$ cat src/hw/cu_setup_pkg.sv
// Shared widths, FIFO constants, vector types and controller states, imported by every RTL block
package cu_setup_pkg;

    // --------------------------------------------------
    // Widths and constants
    // --------------------------------------------------
    localparam int ADDR_W           = 64;
    localparam int COUNT_W          = 32;
    // Four bytes per word
    localparam int WORD_SHIFT       = 2;
    localparam int FIFO_DEPTH       = 32;
    localparam int FIFO_PROG_THRESH = 16;
    // Holds 0 up to FIFO_DEPTH inclusive
    localparam int FIFO_LEVEL_W     = $clog2(FIFO_DEPTH + 1);

    // --------------------------------------------------
    // Types
    // --------------------------------------------------
    typedef logic [ADDR_W-1:0]       addr_t;
    typedef logic [COUNT_W-1:0]      count_t;
    typedef logic [FIFO_LEVEL_W-1:0] fifo_level_t;

    typedef enum logic [3:0] {
        SETUP_RESET,
        SETUP_IDLE,
        SETUP_REQ_START,
        SETUP_REQ_BUSY,
        SETUP_REQ_WAIT,
        SETUP_FLUSH_WAIT_CMD,
        SETUP_FLUSH_START,
        SETUP_FLUSH_BUSY,
        SETUP_FLUSH_WAIT,
        SETUP_DONE
    } setup_state_e;

endpackage
$ cat src/hw/cu_setup.sv
// Top level of the setup reader: connects sequencer, address walker and request queue
`timescale 1ns/1ps

module cu_setup (
    input  logic                 ap_clk,
    input  logic                 areset_cu_setup,
    input  logic                 descriptor_valid,
    input  cu_setup_pkg::addr_t  descriptor_base,
    input  cu_setup_pkg::count_t descriptor_setup_words,
    input  cu_setup_pkg::count_t descriptor_total_words,
    input  logic                 cu_flush,
    input  logic                 response_valid,
    input  logic                 request_ready,
    output logic                 request_valid,
    output cu_setup_pkg::addr_t  request_addr,
    output logic                 request_flush,
    output logic                 done
);
    import cu_setup_pkg::*;

    // Sequencer to walker
    logic   engine_start;
    logic   engine_flush;
    addr_t  engine_base;
    count_t engine_first_index;
    count_t engine_last_index;
    logic   engine_pause;
    logic   engine_busy;

    // Walker to queue
    logic   push;
    addr_t  push_addr;
    logic   push_flush;

    // Queue status
    logic   fifo_empty;
    logic   fifo_prog_full;

    setup_controller u_setup_controller (
        .ap_clk                 (ap_clk),
        .areset_cu_setup        (areset_cu_setup),
        .descriptor_valid       (descriptor_valid),
        .descriptor_base        (descriptor_base),
        .descriptor_setup_words (descriptor_setup_words),
        .descriptor_total_words (descriptor_total_words),
        .cu_flush               (cu_flush),
        .response_valid         (response_valid),
        .engine_busy            (engine_busy),
        .fifo_empty             (fifo_empty),
        .fifo_prog_full         (fifo_prog_full),
        .engine_start           (engine_start),
        .engine_flush           (engine_flush),
        .engine_base            (engine_base),
        .engine_first_index     (engine_first_index),
        .engine_last_index      (engine_last_index),
        .engine_pause           (engine_pause),
        .done                   (done)
    );

    setup_read_engine u_setup_read_engine (
        .ap_clk          (ap_clk),
        .areset_cu_setup (areset_cu_setup),
        .start           (engine_start),
        .flush           (engine_flush),
        .base            (engine_base),
        .first_index     (engine_first_index),
        .last_index      (engine_last_index),
        .pause           (engine_pause),
        .busy            (engine_busy),
        .push            (push),
        .push_addr       (push_addr),
        .push_flush      (push_flush)
    );

    request_fifo u_request_fifo (
        .ap_clk          (ap_clk),
        .areset_cu_setup (areset_cu_setup),
        .push            (push),
        .push_addr       (push_addr),
        .push_flush      (push_flush),
        .request_ready   (request_ready),
        .request_valid   (request_valid),
        .request_addr    (request_addr),
        .request_flush   (request_flush),
        .empty           (fifo_empty),
        .prog_full       (fifo_prog_full)
    );

endmodule

$ cat src/hw/setup_controller.sv
// Two-phase sequencer: takes the descriptor, starts the walker per phase and counts responses
`timescale 1ns/1ps

module setup_controller (
    input  logic                 ap_clk,
    input  logic                 areset_cu_setup,
    input  logic                 descriptor_valid,
    input  cu_setup_pkg::addr_t  descriptor_base,
    input  cu_setup_pkg::count_t descriptor_setup_words,
    input  cu_setup_pkg::count_t descriptor_total_words,
    input  logic                 cu_flush,
    input  logic                 response_valid,
    input  logic                 engine_busy,
    input  logic                 fifo_empty,
    input  logic                 fifo_prog_full,
    output logic                 engine_start,
    output logic                 engine_flush,
    output cu_setup_pkg::addr_t  engine_base,
    output cu_setup_pkg::count_t engine_first_index,
    output cu_setup_pkg::count_t engine_last_index,
    output logic                 engine_pause,
    output logic                 done
);
    import cu_setup_pkg::*;

    setup_state_e state;
    setup_state_e next_state;

    addr_t  desc_base;
    count_t desc_setup_words;
    count_t desc_total_words;

    count_t resp_count;
    logic   resp_zero;
    logic   phase_clear;
    logic   flush_mode;

    assign resp_zero = (resp_count == '0);
    // Walker finished, queue drained and every response back
    assign phase_clear = ~engine_busy & fifo_empty & resp_zero;

    // --------------------------------------------------
    // Phase state machine
    // --------------------------------------------------
    always_ff @(posedge ap_clk) begin
        if (areset_cu_setup) begin
            state <= SETUP_RESET;
        end else begin
            state <= next_state;
        end
    end

    always_comb begin
        next_state = state;
        case (state)
            SETUP_RESET:          next_state = SETUP_IDLE;
            SETUP_IDLE:           if (descriptor_valid) next_state = SETUP_REQ_START;
            SETUP_REQ_START:      next_state = SETUP_REQ_BUSY;
            SETUP_REQ_BUSY:       if (!engine_busy) next_state = SETUP_REQ_WAIT;
            SETUP_REQ_WAIT:       if (phase_clear) next_state = SETUP_FLUSH_WAIT_CMD;
            SETUP_FLUSH_WAIT_CMD: if (cu_flush) next_state = SETUP_FLUSH_START;
            SETUP_FLUSH_START:    next_state = SETUP_FLUSH_BUSY;
            SETUP_FLUSH_BUSY:     if (!engine_busy) next_state = SETUP_FLUSH_WAIT;
            SETUP_FLUSH_WAIT:     if (phase_clear) next_state = SETUP_DONE;
            SETUP_DONE:           next_state = SETUP_IDLE;
            default:              next_state = SETUP_RESET;
        endcase
    end

    // Descriptor is only taken while idle
    always_ff @(posedge ap_clk) begin
        if ((state == SETUP_IDLE) && descriptor_valid) begin
            desc_base        <= descriptor_base;
            desc_setup_words <= descriptor_setup_words;
            desc_total_words <= descriptor_total_words;
        end
    end

    // --------------------------------------------------
    // Response counter
    // --------------------------------------------------
    always_ff @(posedge ap_clk) begin
        if (areset_cu_setup) begin
            resp_count <= '0;
        end else if (state == SETUP_REQ_START) begin
            resp_count <= desc_setup_words;
        end else if (state == SETUP_FLUSH_START) begin
            resp_count <= desc_total_words - desc_setup_words;
        end else if (response_valid && !resp_zero) begin
            // Late responses past zero are ignored
            resp_count <= resp_count - count_t'(1);
        end
    end

    // Back-pressure from the request queue, one cycle behind
    always_ff @(posedge ap_clk) begin
        if (areset_cu_setup) begin
            engine_pause <= 1'b0;
        end else begin
            engine_pause <= fifo_prog_full;
        end
    end

    // --------------------------------------------------
    // Walker command
    // --------------------------------------------------
    assign flush_mode = (state == SETUP_FLUSH_START) || (state == SETUP_FLUSH_BUSY) ||
                        (state == SETUP_FLUSH_WAIT);

    assign engine_start       = (state == SETUP_REQ_START) || (state == SETUP_FLUSH_START);
    assign engine_flush       = flush_mode;
    assign engine_base        = desc_base;
    // Setup covers [0, setup), flush covers [setup, total)
    assign engine_first_index = flush_mode ? desc_setup_words : '0;
    assign engine_last_index  = flush_mode ? desc_total_words : desc_setup_words;

    assign done = (state == SETUP_DONE);

endmodule

$ cat src/hw/request_fifo.sv
// Request queue between the address walker and the memory side, with a fill threshold for pausing
`timescale 1ns/1ps

module request_fifo (
    input  logic                ap_clk,
    input  logic                areset_cu_setup,
    input  logic                push,
    input  cu_setup_pkg::addr_t push_addr,
    input  logic                push_flush,
    input  logic                request_ready,
    output logic                request_valid,
    output cu_setup_pkg::addr_t request_addr,
    output logic                request_flush,
    output logic                empty,
    output logic                prog_full
);
    import cu_setup_pkg::*;

    localparam int PTR_W = $clog2(FIFO_DEPTH);

    addr_t            mem_addr  [FIFO_DEPTH];
    logic             mem_flush [FIFO_DEPTH];
    logic [PTR_W-1:0] wr_ptr;
    logic [PTR_W-1:0] rd_ptr;
    fifo_level_t      level;
    logic             full;
    logic             wr_en;
    logic             rd_en;

    assign full  = (level == fifo_level_t'(FIFO_DEPTH));
    assign empty = (level == '0);
    // Writes into a full queue are dropped; the pause margin keeps this from happening
    assign wr_en = push & ~full;
    assign rd_en = request_valid & request_ready;

    // Storage
    always_ff @(posedge ap_clk) begin
        if (wr_en) begin
            mem_addr[wr_ptr]  <= push_addr;
            mem_flush[wr_ptr] <= push_flush;
        end
    end

    // --------------------------------------------------
    // Pointers and occupancy
    // --------------------------------------------------
    always_ff @(posedge ap_clk) begin
        if (areset_cu_setup) begin
            wr_ptr <= '0;
            rd_ptr <= '0;
            level  <= '0;
        end else begin
            if (wr_en) wr_ptr <= wr_ptr + 1'b1;
            if (rd_en) rd_ptr <= rd_ptr + 1'b1;
            case ({wr_en, rd_en})
                2'b10:   level <= level + 1'b1;
                2'b01:   level <= level - 1'b1;
                default: level <= level;
            endcase
        end
    end

    // Head entry presented directly
    assign request_valid = ~empty;
    assign request_addr  = mem_addr[rd_ptr];
    assign request_flush = mem_flush[rd_ptr];
    assign prog_full     = (level >= fifo_level_t'(FIFO_PROG_THRESH));

endmodule

$ cat src/hw/setup_read_engine.sv
// Address walker for one phase: emits one word address per unpaused cycle into the request FIFO
`timescale 1ns/1ps

module setup_read_engine (
    input  logic                 ap_clk,
    input  logic                 areset_cu_setup,
    input  logic                 start,
    input  logic                 flush,
    input  cu_setup_pkg::addr_t  base,
    input  cu_setup_pkg::count_t first_index,
    input  cu_setup_pkg::count_t last_index,
    input  logic                 pause,
    output logic                 busy,
    output logic                 push,
    output cu_setup_pkg::addr_t  push_addr,
    output logic                 push_flush
);
    import cu_setup_pkg::*;

    addr_t  base_reg;
    count_t index;
    count_t next_index;
    count_t last_reg;
    logic   flush_reg;
    logic   busy_reg;
    logic   step;
    addr_t  offset;

    // One word per cycle unless held off by the controller
    assign step       = busy_reg & ~pause;
    assign next_index = index + count_t'(1);

    // Word index to byte offset
    assign offset = addr_t'(index) << WORD_SHIFT;

    // --------------------------------------------------
    // Busy flag
    // --------------------------------------------------
    always_ff @(posedge ap_clk) begin
        if (areset_cu_setup) begin
            busy_reg <= 1'b0;
        end else if (start) begin
            // Empty range never goes busy
            busy_reg <= (first_index < last_index);
        end else if (step && (next_index == last_reg)) begin
            busy_reg <= 1'b0;
        end
    end

    // --------------------------------------------------
    // Range and walk position
    // --------------------------------------------------
    always_ff @(posedge ap_clk) begin
        if (start) begin
            base_reg  <= base;
            index     <= first_index;
            last_reg  <= last_index;
            flush_reg <= flush;
        end else if (step) begin
            index <= next_index;
        end
    end

    assign busy       = busy_reg;
    assign push       = step;
    assign push_addr  = base_reg + offset;
    assign push_flush = flush_reg;

endmodule

$ cat config.mk
export PLATFORM = sky130hd
export DESIGN_NAME = cu_setup
export DESIGN_NICKNAME = d
export VERILOG_FILES = /design/src/hw/cu_setup_pkg.sv /design/src/hw/cu_setup.sv /design/src/hw/setup_controller.sv /design/src/hw/request_fifo.sv /design/src/hw/setup_read_engine.sv
export SDC_FILE = /design/constraint.sdc
export NUM_CORES = 2
export LEC_CHECK = 0
export CORE_MARGIN = 4
export CORE_UTILIZATION = 25
export CTS_CLUSTER_DIAMETER = 120
export CTS_CLUSTER_SIZE = 28
export DETAILED_ROUTE_END_ITERATION = 12
export DONT_BUFFER_PORTS = 1
export PLACE_DENSITY = 0.47
export SLEW_MARGIN = 20
export SYNTH_ARGS = -nofsm -noshare
export SYNTH_HDL_FRONTEND = slang
export SYNTH_SLANG_ARGS = --single-unit
export TNS_END_PERCENT = 10
$ cat constraint.sdc
create_clock -name ap_clk -period 6.94 [get_ports ap_clk]
set_clock_uncertainty 0.05 [all_clocks]
set_input_delay 1.388 -clock ap_clk [delete_from_list [all_inputs] [get_ports ap_clk]]
set_output_delay 1.388 -clock ap_clk [all_outputs]
set_load 0.005 [all_outputs]
==> metrics <==
DR pass1 iterations=6; number of DRC markers in iteration 0=4168; CTS tree=yes; outcome=finished, final reports clean; Max-cap violations=0; die height=630 µm; multi-input logic area=25100 µm²; share of cells above drive strength 1=23.2%; worst hold stages=0; GRT Residual Overflow=0; final core utilization=27.9%; most instantiated library cell after synthesis=edfxtp_1; slew of the pin with the lowest slew margin=1.15 ns; Final HPWL DP=150000 µm; CTS Buffer Depth=3; Mapped Nets=4948; latest clock arrival within the worst-skew pair=0.81 ns; Vias per Instance=4.65; clock root buffer=clkbuf_16; CTS H-tree lvls=3; CP max FO=38; RSZ-0062 raised after global routing=no; Pint=23500 µW; I/O Buffers=0; worst hold start=u_setup_controller.engine_base[48]; largest net degree at the start of global routing=101; initial antenna violation count=35; Worst-path clk slew=0.11 ns; worst r2r dst=u_request_fifo.mem_addr[30][59]; Slew Limit Headroom=22.9%; number of synthesized flops with an enable pin=2337; routability cong.=0.789; vias in the first global route=47700; Mapped Area=96600 µm²; leakage dissipation=0.0316 µW; fmax=189 MHz; CTS buffer count=98; Gate power share=23.7%; drt wl/cell=27.4 µm; Hold Path Class=reg -> reg; Initial Utilization=25.1%; fin area=108000 µm²; critical register-to-register path startpoint=u_setup_read_engine.index[6]; worst setup path class=reg -> out; Final Max Tran Viols=0; Post-CTS Setup Repair Bufs=0; Avg Inst Size Synth=20.5 µm²; Cell Rows=228; Fin Setup TNS=0 ns; post-cts resize count=0; Residual DRC=0; post-synth top area share=72.6%; Worst Path Required=5.50 ns; Flop pwr share=54.5%; Worst EP arrival=3.87 ns; Sw Ratio=28.6%; Cell Area, Placed=104000 µm²; number of routed nets with antenna violations=0; switching power total=9410 µW; first-pass GRT wire length=381000 µm; Final Hold Viols=0; endpoints failing setup=0; Final period util=76.4%; Pwr Density=306 nW/µm²; Vias=46400; FFs w/ async S/R, synth=0%; I/O pin count=201; Syn-to-layout area delta=11.4%; Post-CTS Hold Fix Bufs=0; peak supply drop=257 µV; Synth Flop Type=edfxtp_1; max reg flops=2048; Tmin final=5.30 ns; ranking of synthesized cells by area=edfxtp_1 73%, mux4_2 15%, ha_1 1.4%; FF-to-FF setup slack=2.06 ns; Synth cell types=91; die area=396000 µm²; CP startpoint kind=flop; WHS Endpoint=u_setup_read_engine.base_reg[48]; FF/Latch Area=71400 µm²; Cells after Synth=4705; Synth Register Bits=2396; TritonCTS sink count=2396; Core Area=385000 µm²; nets=4976; CP endpoint kind=output port; cell taking the most area after synthesis=edfxtp_1; Yosys warning count=0; Worst Reg-to-Reg Cells=12; commonest cells in the netlist=2337 x edfxtp_1, 650 x mux4_2, 202 x nor2_1; total track usage=13.4%; final WL=273000 µm; Seq/Total Area, Yosys=73.9%; Die Wd=630 µm; Clk pwr share=21.8%; fillers=38000
## critical path, cell delays in order (launching register included)
cell and delay (ns):
dfxtp_4 0.78, buf_4 0.74, mux4_2 0.60, mux4_2 0.51, mux2_2 0.39
## metal layers
| layer | share of wire (%) | track usage (%) | vias to the layer above | wire length (µm) |
|---|---|---|---|---|
| met1 | 43 | 17.8 | 25600 | 117000 |
| li1 | - | - | 19400 | - |
| met2 | 50 | 23.2 | 1097 | 137000 |
| met4 | 1.8 | 2.41 | 18 | 4870 |
| met5 | 0.038 | 0 | - | 105 |
| met3 | 5.0 | 2.13 | 239 | 13600 |
## per-stage QoR
| stage | power (µW) | instances | hold WS [ns] | worst slack, ns |
|---|---|---|---|---|
| floorplan | 23500 | 4705 | 0.350 | 1.68 |
| global placement | 26100 | 9808 | 0.354 | 1.95 |
| detailed placement | 26300 | 9808 | 0.355 | 1.85 |
| CTS | 33500 | 9951 | 0.380 | 1.44 |
| global route | 34500 | 9952 | 0.392 | 1.34 |
| finish | 32900 | 9970 | 0.380 | 1.64 |
## worst max path at each step
stage                                              to                    startpoint  depth (start not counted)
2_1_floorplan  u_setup_controller.desc_setup_words[0]              descriptor_valid                          2
3_3_place_gp           u_request_fifo.mem_addr[0][45]  u_setup_read_engine.index[7]                         12
3_5_place_dp          u_request_fifo.mem_addr[31][57]  u_setup_read_engine.index[7]                         12
4_1_cts                              request_addr[42]                          flop                          4
5_1_grt                              request_addr[42]                          flop                          4
6_report                             request_addr[42]                          flop                          4
## logic make-up (layout without fill, tap and decap cells)
family,Yosys count,after routing,synth area share [%]
buffers and inverters,317,388,1.25
and+or+nand+nor,574,574,3.00
adders and majority gates,109,109,1.43
muxes,722,722,16.0
xor gates and xnor gates,175,175,1.62
AOI/OAI and AO/OA,412,412,2.84
other,0,19,0
DFF,2396,2396,73.9
## cell type report
type                    count  share of cell area, %
clock buffers             128                   2.38
multi-input cells        1992                   23.3
flip-flops and latches   2396                   66.3
clock inverters            15                  0.255
repair buffers            143                   1.31
inverters                 102                  0.365
well taps                5175                   6.02
diodes                     19                 0.0442
## placed cells by master (no fill, tap or decap), drive strengths merged, types with 100 or more instances in the layout
cell	netlist	layout
a21oi	125	125
buf	60	143
clkbuf	155	128
edfxtp	2337	2337
ha	106	106
inv	102	108
mux4	650	650
nand2	106	106
nor2	204	204
xnor2	100	100
## power by group through the flow
stage | Clock (µW) | Combinational (µW) | Sequential [µW]
floorplan | 0 | 5350 | 18100
global placement | 0 | 7850 | 18300
detailed placement | 0 | 8000 | 18300
CTS | 7460 | 8020 | 18000
global route | 7950 | 8550 | 18000
finish | 7170 | 7810 | 18000
Note: power is estimated with default switching activity, not from simulation.
